===== src/rtl/md_pkg.sv =====
// ==========================================================
// Shared types and constants for the multiply/divide unit:
// operation codes, FSM state encodings and width constants
// ==========================================================

package md_pkg;

  // Number of partial products from the half-word split
  localparam int unsigned NumPartial = 4;

  // Default operand width of the unit
  localparam int unsigned DataWidthDefault = 32;

  // Operation selected by the core
  typedef enum logic [1:0] {
    MD_OP_MULL,
    MD_OP_MULH,
    MD_OP_DIV,
    MD_OP_REM
  } md_op_e;

  // Long-division sequence
  typedef enum logic [2:0] {
    DIV_IDLE,
    DIV_ABS_A,
    DIV_ABS_B,
    DIV_COMP,
    DIV_LAST,
    DIV_CHANGE_SIGN,
    DIV_FINISH
  } md_div_state_e;

  // Multiplier result handshake
  typedef enum logic {
    MULT_LOAD,
    MULT_DONE
  } md_mult_state_e;

endpackage


===== src/rtl/md_long_div.sv =====
// ==========================================================
// Restoring long divider with its own subtractor, sign
// fix-up and RISC-V division-by-zero and overflow results
// ==========================================================
`timescale 1ns/1ps

module md_long_div #(
  parameter int unsigned DataWidth = md_pkg::DataWidthDefault
) (
  input  logic                 clk_i,
  input  logic                 rst_ni,
  input  logic                 div_en_i,
  input  logic                 ready_i,
  input  md_pkg::md_op_e       operator_i,
  input  logic [1:0]           signed_mode_i,
  input  logic [DataWidth-1:0] op_a_i,
  input  logic [DataWidth-1:0] op_b_i,
  output logic [DataWidth-1:0] div_result_o,
  output logic                 div_valid_o
);

  import md_pkg::*;

  localparam int unsigned CntWidth = $clog2(DataWidth);

  md_div_state_e        state_q;
  md_div_state_e        state_d;
  logic [CntWidth-1:0]  cnt_q;
  logic [CntWidth-1:0]  cnt_d;
  logic [CntWidth-1:0]  cnt_dec;
  logic                 div_update;

  // Absolute dividend and divisor, quotient and partial remainder
  logic [DataWidth-1:0] num_q;
  logic [DataWidth-1:0] num_d;
  logic [DataWidth-1:0] den_q;
  logic [DataWidth-1:0] den_d;
  logic [DataWidth-1:0] quo_q;
  logic [DataWidth-1:0] quo_d;
  logic [DataWidth:0]   rem_q;
  logic [DataWidth:0]   rem_d;

  // Shared subtractor, two bits wider so the borrow shows up as the sign
  logic [DataWidth+1:0] sub_a;
  logic [DataWidth+1:0] sub_b;
  logic [DataWidth+1:0] diff;

  logic                 sign_a;
  logic                 sign_b;
  logic                 b_zero;
  logic                 is_ge;
  logic                 flip_sign;
  logic [DataWidth-1:0] next_rem;
  logic [DataWidth-1:0] next_quo;

  assign sign_a    = signed_mode_i[0] & op_a_i[DataWidth-1];
  assign sign_b    = signed_mode_i[1] & op_b_i[DataWidth-1];
  assign b_zero    = (op_b_i == '0);
  // Quotient sign from both operands, remainder follows the dividend
  assign flip_sign = (operator_i == MD_OP_DIV) ? (sign_a ^ sign_b) : sign_a;

  always_comb begin
    sub_a = '0;
    unique case (state_q)
      DIV_ABS_A: begin
        sub_b = {2'b00, op_a_i};
      end
      DIV_COMP, DIV_LAST: begin
        sub_a = {1'b0, rem_q};
        sub_b = {2'b00, den_q};
      end
      DIV_CHANGE_SIGN: begin
        sub_b = {2'b00, rem_q[DataWidth-1:0]};
      end
      default: begin
        sub_b = {2'b00, op_b_i};
      end
    endcase
  end

  assign diff = sub_a - sub_b;

  // Trial subtraction result and the new quotient bit
  assign is_ge    = ~diff[DataWidth+1];
  assign next_rem = is_ge ? diff[DataWidth-1:0] : rem_q[DataWidth-1:0];
  assign next_quo = quo_q | ({{(DataWidth-1){1'b0}}, is_ge} << cnt_q);
  assign cnt_dec  = cnt_q - 1'b1;

  always_comb begin
    state_d     = state_q;
    cnt_d       = cnt_dec;
    num_d       = num_q;
    den_d       = den_q;
    quo_d       = quo_q;
    rem_d       = rem_q;
    div_valid_o = 1'b0;
    unique case (state_q)
      DIV_IDLE: begin
        // Preload the divide-by-zero answer
        if (operator_i == MD_OP_DIV) begin
          rem_d = {1'b0, {DataWidth{1'b1}}};
        end else begin
          rem_d = {1'b0, op_a_i};
        end
        cnt_d   = CntWidth'(DataWidth - 1);
        state_d = b_zero ? DIV_FINISH : DIV_ABS_A;
      end
      DIV_ABS_A: begin
        num_d   = sign_a ? diff[DataWidth-1:0] : op_a_i;
        quo_d   = '0;
        cnt_d   = CntWidth'(DataWidth - 1);
        state_d = DIV_ABS_B;
      end
      DIV_ABS_B: begin
        den_d   = sign_b ? diff[DataWidth-1:0] : op_b_i;
        rem_d   = {{DataWidth{1'b0}}, num_q[DataWidth-1]};
        cnt_d   = CntWidth'(DataWidth - 1);
        state_d = DIV_COMP;
      end
      DIV_COMP: begin
        // Shift in the next dividend bit behind the trial remainder
        rem_d   = {next_rem, num_q[cnt_dec]};
        quo_d   = next_quo;
        state_d = (cnt_q == CntWidth'(1)) ? DIV_LAST : DIV_COMP;
      end
      DIV_LAST: begin
        if (operator_i == MD_OP_DIV) begin
          rem_d = {1'b0, next_quo};
        end else begin
          rem_d = {1'b0, next_rem};
        end
        state_d = DIV_CHANGE_SIGN;
      end
      DIV_CHANGE_SIGN: begin
        if (flip_sign) begin
          rem_d = {1'b0, diff[DataWidth-1:0]};
        end
        state_d = DIV_FINISH;
      end
      DIV_FINISH: begin
        div_valid_o = 1'b1;
        state_d     = DIV_IDLE;
      end
      default: begin
        state_d = DIV_IDLE;
      end
    endcase
  end

  // Stalled in FINISH without ready, everything holds
  assign div_update = div_en_i & ~((state_q == DIV_FINISH) & ~ready_i);

  always_ff @(posedge clk_i or negedge rst_ni) begin
    if (!rst_ni) begin
      state_q <= DIV_IDLE;
      cnt_q   <= '0;
    end else if (div_update) begin
      state_q <= state_d;
      cnt_q   <= cnt_d;
    end
  end

  always_ff @(posedge clk_i) begin
    if (div_update) begin
      num_q <= num_d;
      den_q <= den_d;
      quo_q <= quo_d;
      rem_q <= rem_d;
    end
  end

  assign div_result_o = rem_q[DataWidth-1:0];

  a_div_state_legal : assert property (
    @(posedge clk_i) disable iff (!rst_ni)
    state_q inside {DIV_IDLE, DIV_ABS_A, DIV_ABS_B, DIV_COMP, DIV_LAST,
                    DIV_CHANGE_SIGN, DIV_FINISH}
  );

endmodule


===== src/rtl/md_operand_split.sv =====
// ==========================================================
// Operand splitter for the parallel multiplier: forms the
// sign-extended half-word pairs of the four partial products
// ==========================================================
`timescale 1ns/1ps

module md_operand_split #(
  parameter int unsigned DataWidth = md_pkg::DataWidthDefault
) (
  input  logic [DataWidth-1:0]                              op_a_i,
  input  logic [DataWidth-1:0]                              op_b_i,
  input  logic [1:0]                                        signed_mode_i,
  output logic [md_pkg::NumPartial*(DataWidth/2+1)-1:0]     pp_a_o,
  output logic [md_pkg::NumPartial*(DataWidth/2+1)-1:0]     pp_b_o
);

  localparam int unsigned HalfWidth = DataWidth / 2;

  logic                 sign_a;
  logic                 sign_b;
  logic [HalfWidth:0]   a_lo;
  logic [HalfWidth:0]   a_hi;
  logic [HalfWidth:0]   b_lo;
  logic [HalfWidth:0]   b_hi;

  // Only a signed operand carries its top bit into the high half
  assign sign_a = signed_mode_i[0] & op_a_i[DataWidth-1];
  assign sign_b = signed_mode_i[1] & op_b_i[DataWidth-1];

  // Low halves are always treated as unsigned
  assign a_lo = {1'b0, op_a_i[HalfWidth-1:0]};
  assign b_lo = {1'b0, op_b_i[HalfWidth-1:0]};

  assign a_hi = {sign_a, op_a_i[DataWidth-1:HalfWidth]};
  assign b_hi = {sign_b, op_b_i[DataWidth-1:HalfWidth]};

  // Pair order from slot 0 upward: al*bl, al*bh, ah*bl, ah*bh
  assign pp_a_o = {a_hi, a_hi, a_lo, a_lo};
  assign pp_b_o = {b_hi, b_lo, b_hi, b_lo};

endmodule


===== src/rtl/md_partial_mult.sv =====
// ==========================================================
// Registered signed multiplier for one half-word pair
// ==========================================================
`timescale 1ns/1ps

module md_partial_mult #(
  parameter int unsigned DataWidth = md_pkg::DataWidthDefault
) (
  input  logic                        clk_i,
  input  logic                        rst_ni,
  input  logic                        en_i,
  input  logic signed [DataWidth/2:0] a_i,
  input  logic signed [DataWidth/2:0] b_i,
  output logic signed [DataWidth+1:0] product_o
);

  logic signed [DataWidth+1:0] product_d;

  // Both operands are (half+1) bits, so the product is exact in DataWidth+2 bits
  assign product_d = a_i * b_i;

  always_ff @(posedge clk_i or negedge rst_ni) begin
    if (!rst_ni) begin
      product_o <= '0;
    end else if (en_i) begin
      product_o <= product_d;
    end
  end

endmodule


===== src/rtl/md_product_sum.sv =====
// ==========================================================
// Partial product summer: weights and adds the four products,
// selects the low or high word and runs the valid/hold FSM
// ==========================================================
`timescale 1ns/1ps

module md_product_sum #(
  parameter int unsigned DataWidth = md_pkg::DataWidthDefault
) (
  input  logic                                           clk_i,
  input  logic                                           rst_ni,
  input  logic                                           mult_en_i,
  input  logic                                           ready_i,
  input  md_pkg::md_op_e                                 operator_i,
  input  logic [md_pkg::NumPartial*(DataWidth+2)-1:0]    products_i,
  output logic [DataWidth-1:0]                           mult_result_o,
  output logic                                           mult_valid_o
);

  import md_pkg::*;

  localparam int unsigned HalfWidth = DataWidth / 2;
  localparam int unsigned ProdWidth = DataWidth + 2;
  localparam int unsigned SumWidth  = 2 * DataWidth + 2;

  logic signed [SumWidth-1:0] sum;
  md_mult_state_e             state_q;
  md_mult_state_e             state_d;

  // al*bl sits at bit 0, the cross terms at half a word, ah*bh at a full word
  function automatic int unsigned weight(int unsigned idx);
    int unsigned shift;
    if (idx == 0) begin
      shift = 0;
    end else if (idx == NumPartial - 1) begin
      shift = DataWidth;
    end else begin
      shift = HalfWidth;
    end
    return shift;
  endfunction

  always_comb begin
    logic signed [ProdWidth-1:0] pp;
    logic signed [SumWidth-1:0]  pp_ext;
    sum = '0;
    for (int unsigned i = 0; i < NumPartial; i++) begin
      pp     = products_i[i*ProdWidth +: ProdWidth];
      // Signed assignment sign-extends to the sum width
      pp_ext = pp;
      sum    = sum + (pp_ext <<< weight(i));
    end
  end

  assign mult_result_o = (operator_i == MD_OP_MULL) ? sum[DataWidth-1:0] :
                                                      sum[2*DataWidth-1:DataWidth];

  // Products are ready one cycle after the first enabled cycle
  always_comb begin
    state_d = state_q;
    unique case (state_q)
      MULT_LOAD: begin
        if (mult_en_i) begin
          state_d = MULT_DONE;
        end
      end
      MULT_DONE: begin
        // Held operands keep the products stable while stalled
        if (ready_i) begin
          state_d = MULT_LOAD;
        end
      end
      default: begin
        state_d = MULT_LOAD;
      end
    endcase
  end

  always_ff @(posedge clk_i or negedge rst_ni) begin
    if (!rst_ni) begin
      state_q <= MULT_LOAD;
    end else begin
      state_q <= state_d;
    end
  end

  assign mult_valid_o = (state_q == MULT_DONE);

  a_mult_state_known : assert property (
    @(posedge clk_i) disable iff (!rst_ni) !$isunknown(state_q)
  );

endmodule


===== src/rtl/md_unit.sv =====
// ==========================================================
// Multiply/divide unit top: parallel multiplier chain, long
// divider and the merged result/valid outputs
// ==========================================================
`timescale 1ns/1ps

module md_unit #(
  parameter int unsigned DataWidth = md_pkg::DataWidthDefault
) (
  input  logic                 clk_i,
  input  logic                 rst_ni,
  input  logic                 mult_en_i,
  input  logic                 div_en_i,
  input  md_pkg::md_op_e       operator_i,
  input  logic [1:0]           signed_mode_i,
  input  logic [DataWidth-1:0] op_a_i,
  input  logic [DataWidth-1:0] op_b_i,
  input  logic                 ready_i,
  output logic [DataWidth-1:0] result_o,
  output logic                 valid_o
);

  import md_pkg::*;

  localparam int unsigned PairWidth = DataWidth / 2 + 1;
  localparam int unsigned ProdWidth = DataWidth + 2;

  logic [NumPartial*PairWidth-1:0] pp_a;
  logic [NumPartial*PairWidth-1:0] pp_b;
  logic [NumPartial*ProdWidth-1:0] products;
  logic [DataWidth-1:0]            mult_result;
  logic                            mult_valid;
  logic [DataWidth-1:0]            div_result;
  logic                            div_valid;

  md_operand_split #(
    .DataWidth(DataWidth)
  ) u_operand_split (
    .op_a_i,
    .op_b_i,
    .signed_mode_i,
    .pp_a_o (pp_a),
    .pp_b_o (pp_b)
  );

  for (genvar i = 0; i < NumPartial; i++) begin : gen_partial
    md_partial_mult #(
      .DataWidth(DataWidth)
    ) u_partial_mult (
      .clk_i,
      .rst_ni,
      .en_i      (mult_en_i),
      .a_i       (pp_a[i*PairWidth +: PairWidth]),
      .b_i       (pp_b[i*PairWidth +: PairWidth]),
      .product_o (products[i*ProdWidth +: ProdWidth])
    );
  end

  md_product_sum #(
    .DataWidth(DataWidth)
  ) u_product_sum (
    .clk_i,
    .rst_ni,
    .mult_en_i,
    .ready_i,
    .operator_i,
    .products_i    (products),
    .mult_result_o (mult_result),
    .mult_valid_o  (mult_valid)
  );

  md_long_div #(
    .DataWidth(DataWidth)
  ) u_long_div (
    .clk_i,
    .rst_ni,
    .div_en_i,
    .ready_i,
    .operator_i,
    .signed_mode_i,
    .op_a_i,
    .op_b_i,
    .div_result_o (div_result),
    .div_valid_o  (div_valid)
  );

  assign valid_o  = mult_valid | div_valid;
  assign result_o = div_en_i ? div_result : mult_result;

  a_en_exclusive : assert property (
    @(posedge clk_i) disable iff (!rst_ni) !(mult_en_i && div_en_i)
  );

  // Both FSMs rely on the source holding its request until acceptance
  a_req_stable : assert property (
    @(posedge clk_i) disable iff (!rst_ni)
    ((mult_en_i || div_en_i) && !(valid_o && ready_i)) |=>
      ($stable(op_a_i) && $stable(op_b_i) && $stable(operator_i) && $stable(signed_mode_i))
  );

endmodule


===== config.mk =====
export PLATFORM = sky130hd
export DESIGN_NAME = md_unit
export DESIGN_NICKNAME = d
export VERILOG_FILES = /design/src/rtl/md_pkg.sv /design/src/rtl/md_long_div.sv /design/src/rtl/md_operand_split.sv /design/src/rtl/md_partial_mult.sv /design/src/rtl/md_product_sum.sv /design/src/rtl/md_unit.sv
export SDC_FILE = /design/constraint.sdc
export NUM_CORES = 2
export LEC_CHECK = 0
export BUFFER_PORTS_ARGS = -buffer_cell sky130_fd_sc_hd__buf_2
export CORE_MARGIN = 2
export CORE_UTILIZATION = 55
export DETAILED_ROUTE_END_ITERATION = 6
export PLACE_DENSITY = 0.69
export SYNTH_ARGS = -nofsm -noshare
export SYNTH_HDL_FRONTEND = slang
export SYNTH_HIERARCHICAL = 1
export SYNTH_SLANG_ARGS = --single-unit

===== constraint.sdc =====
create_clock -name clk_i -period 5.8 [get_ports clk_i]
set_clock_uncertainty 0.2 [all_clocks]
set_input_delay 0.58 -clock clk_i [delete_from_list [all_inputs] [get_ports clk_i]]
set_output_delay 0.58 -clock clk_i [all_outputs]
set_load 0.02 [all_outputs]

==> results.json <==
{
  "path_cells": "buf_4, buf_4, and2_1, fa_1, inv_1, fa_2, fa_1, inv_1, fa_1, fa_1, fa_1, ha_4, a211oi_4, o21bai_4, nor4_4, or4_4, a311oi_4, a311oi_2, or3_1, a31oi_1",
  "grt.total_usage": 0.3543,
  "start_util": 0.5527,
  "die_w_um": 350.5,
  "relSlewSlack": 0.3012,
  "cp_top_family": "adder cells",
  "h-tree-depth": 2,
  "max_freq_mhz": 169.9,
  "placed_cell_area_um2": 73940,
  "slowest_delay_ns": 0.57,
  "via_count": 54040,
  "hold_viol": 0,
  "wl_mm": 219.7,
  "min_period_over_period": 1.015,
  "rsz0062_at_grt": "true",
  "dpl.hpwl_mm": 173.9,
  "post-route-min-period_ns": 5.887,
  "arrival_ns": 6.21,
  "clockRootBuffer": "clkbuf_16",
  "cts_inserted_buffers": 37,
  "portBuffers": 105,
  "wire_per_inst_um": 23.18,
  "slowest_stage": "fa_1",
  "worst-path-max-fanout": 11,
  "syn-cell-area_um2": 66050,
  "gp_congestion": 0.9798,
  "clkTransAtPathRegs_ns": 0.07,
  "ant_nets": 0,
  "maxSlewViolCount": 0,
  "start_kind": "primary input",
  "fin_ws_ns": -0.08696,
  "cp_data_required_time_ns": 6.12,
  "hold_class": "primary input to flop",
  "clk_latency_ns": 0.61,
  "core-area_um2": 119500,
  "clockBufferDepth": 3,
  "syn_inst": 7230,
  "drive_above_1_share": 0.2237,
  "clock_sinks": 272,
  "first_global_vias": 56980,
  "status": "finished, violations left",
  "final.setup.tns_ns": -0.6676,
  "grt_pass1_wl_mm": 329.7,
  "cts_tree": "yes",
  "avgSynthCellArea_um2": 9.135,
  "drt-pass1-iter-count": 6,
  "tightestPinTransition_ns": 1.042,
  "violations": "negative setup slack",
  "die_h_um": 350.5,
  "multi_input_area_um2": 53300,
  "num_io_pins": 106,
  "syn2layout_area_growth_pct": 19.21,
  "seqCellArea_um2": 7458,
  "max_cap_viol_count": 0,
  "num_rows": 127,
  "final_area_um2": 78730,
  "antenna_found_initial": 15,
  "gr-total-overflow": 0,
  "ys.warnings.count": 6,
  "nets": 9582,
  "critPathKind": "primary input to flop",
  "routed_via_density": 5.701,
  "grt_max_degree": 100,
  "die_area_um2": 122900,
  "fillers": 9643,
  "crit_buf_inv": 4,
  "final-setup-viol-count": 21,
  "endpoint_kind": "flop",
  "dr.first_iter.drc_count": 4875,
  "drcViolationCount": 0,
  "crit_path_frequent_cell": "fa_1"
}
flip-flops by register name, summed over array words and instances, names as in the netlist:
name                                  cells
gen_partial.u_partial_mult/product_o    134
u_long_div/rem_q                         33
u_long_div/den_q                         32
u_long_div/num_q                         32
u_long_div/quo_q                         32
u_long_div/cnt_q                          5
u_long_div/state_q                        3
u_product_sum/mult_valid_o                1
stage by stage:
| stage | hold WS [ns] | worst slack (ns) | std cells | utilization |
|---|---|---|---|---|
| 6_report | 0.1278 | -0.08696 | 9478 | 0.6589 |
| 5_1_grt | 0.09059 | -0.2053 | 9475 | 0.6588 |
| 4_1_cts | 0.07813 | -0.1377 | 9415 | 0.6424 |
| 3_5_place_dp | 0.2659 | -0.9425 | 9280 | 0.6188 |
| 3_3_place_gp | 0.2526 | -0.8748 | 9280 | 0.6188 |
| 2_1_floorplan | 0.08441 | -0.4599 | 7233 | - |
worst paths after layout:
| path | start | end | slack [ns] | cells past startpoint |
|---|---|---|---|---|
| max in group asynchronous | rst_ni | gen_partial[2].u_partial_mult/product_o[24] | 3.98 | 3 |
| worst max-delay path | op_a_i[3] | gen_partial[0].u_partial_mult/product_o[31] | -0.09 | 20 |
| worst min-delay path | ready_i | u_product_sum/mult_valid_o | 0.13 | 2 |
| min in group asynchronous | rst_ni | u_long_div/state_q[0] | 0.32 | 2 |
| worst max register to register | u_long_div/state_q[0] | u_long_div/rem_q[12] | 0.33 | 13 |
| worst min register to register | u_product_sum/mult_valid_o | u_product_sum/mult_valid_o | 0.27 | 1 |
per-layer routing:
metal | GRT usage | wire (um) | share of wire
met5 | 0 | 48 | 0.00022
met4 | 0.1597 | 11990 | 0.055
met3 | 0.08514 | 22460 | 0.10
met2 | 0.5644 | 99990 | 0.46
met1 | 0.4597 | 85210 | 0.39
cell usage in the layout (no fill, tap or decap), types with 28 or more instances in the layout:
cell type and n:
nor3_1 29, xnor2_1 105, mux2_4 42, o221ai_1 42
nand3_1 44, buf_12 85, mux2_2 102, o211ai_1 29
o22ai_1 39, and2_1 587, ha_1 360, xor2_1 65
fa_2 58, and2_4 49, o21ai_0 152, nand2_1 741
dfrtp_1 140, clkbuf_16 49, edfxtp_1 129, nand2b_1 36
fa_1 1187, a21o_1 67, nor2_1 277, inv_2 61
o21bai_1 28, buf_2 48, o21a_1 30, buf_6 77
nand4_1 48, ha_4 54, a21oi_1 275, a21oi_2 34
buf_4 773, inv_1 1361, mux2i_1 51
layout make-up:
type,count,area share
Tap cell,1612,0.02562
Antenna cell,6,0.0001907
Timing Repair Buffer,1017,0.1181
Clock inverter,18,0.002940
Inverter,1428,0.06837
Clock buffer,50,0.01305
Sequential cell,272,0.09473
Multi-Input combinational cell,5075,0.6770
worst reg2reg max path, stage by stage (launching register included):
cell and delay (ns):
dfrtp_4 0.78, inv_1 0.25, nand2_4 0.11, nand2_2 0.32, and2_1 0.34, ha_1 0.45
nand4_1 0.22, nor4b_1 0.49, o211ai_1 0.36, a21oi_1 0.36, or3_4 0.42, nor2_1 0.24
a221o_1 0.39, o32a_1 0.28
timing repair:
action | 4_1_cts | 5_1_grt
hold endpoints to repair | 44 | 0
cloned | 4 | 10
gates resized for setup | 243 | 367
endpoints found under the setup margin | 74 | 77
pin swaps | 120 | 224
hold buffers | 1 | 0
buffers inserted | 64 | 54
Power is not shown: default switching activity piles up to over one toggle a cycle in this logic, so the estimate is an artifact.
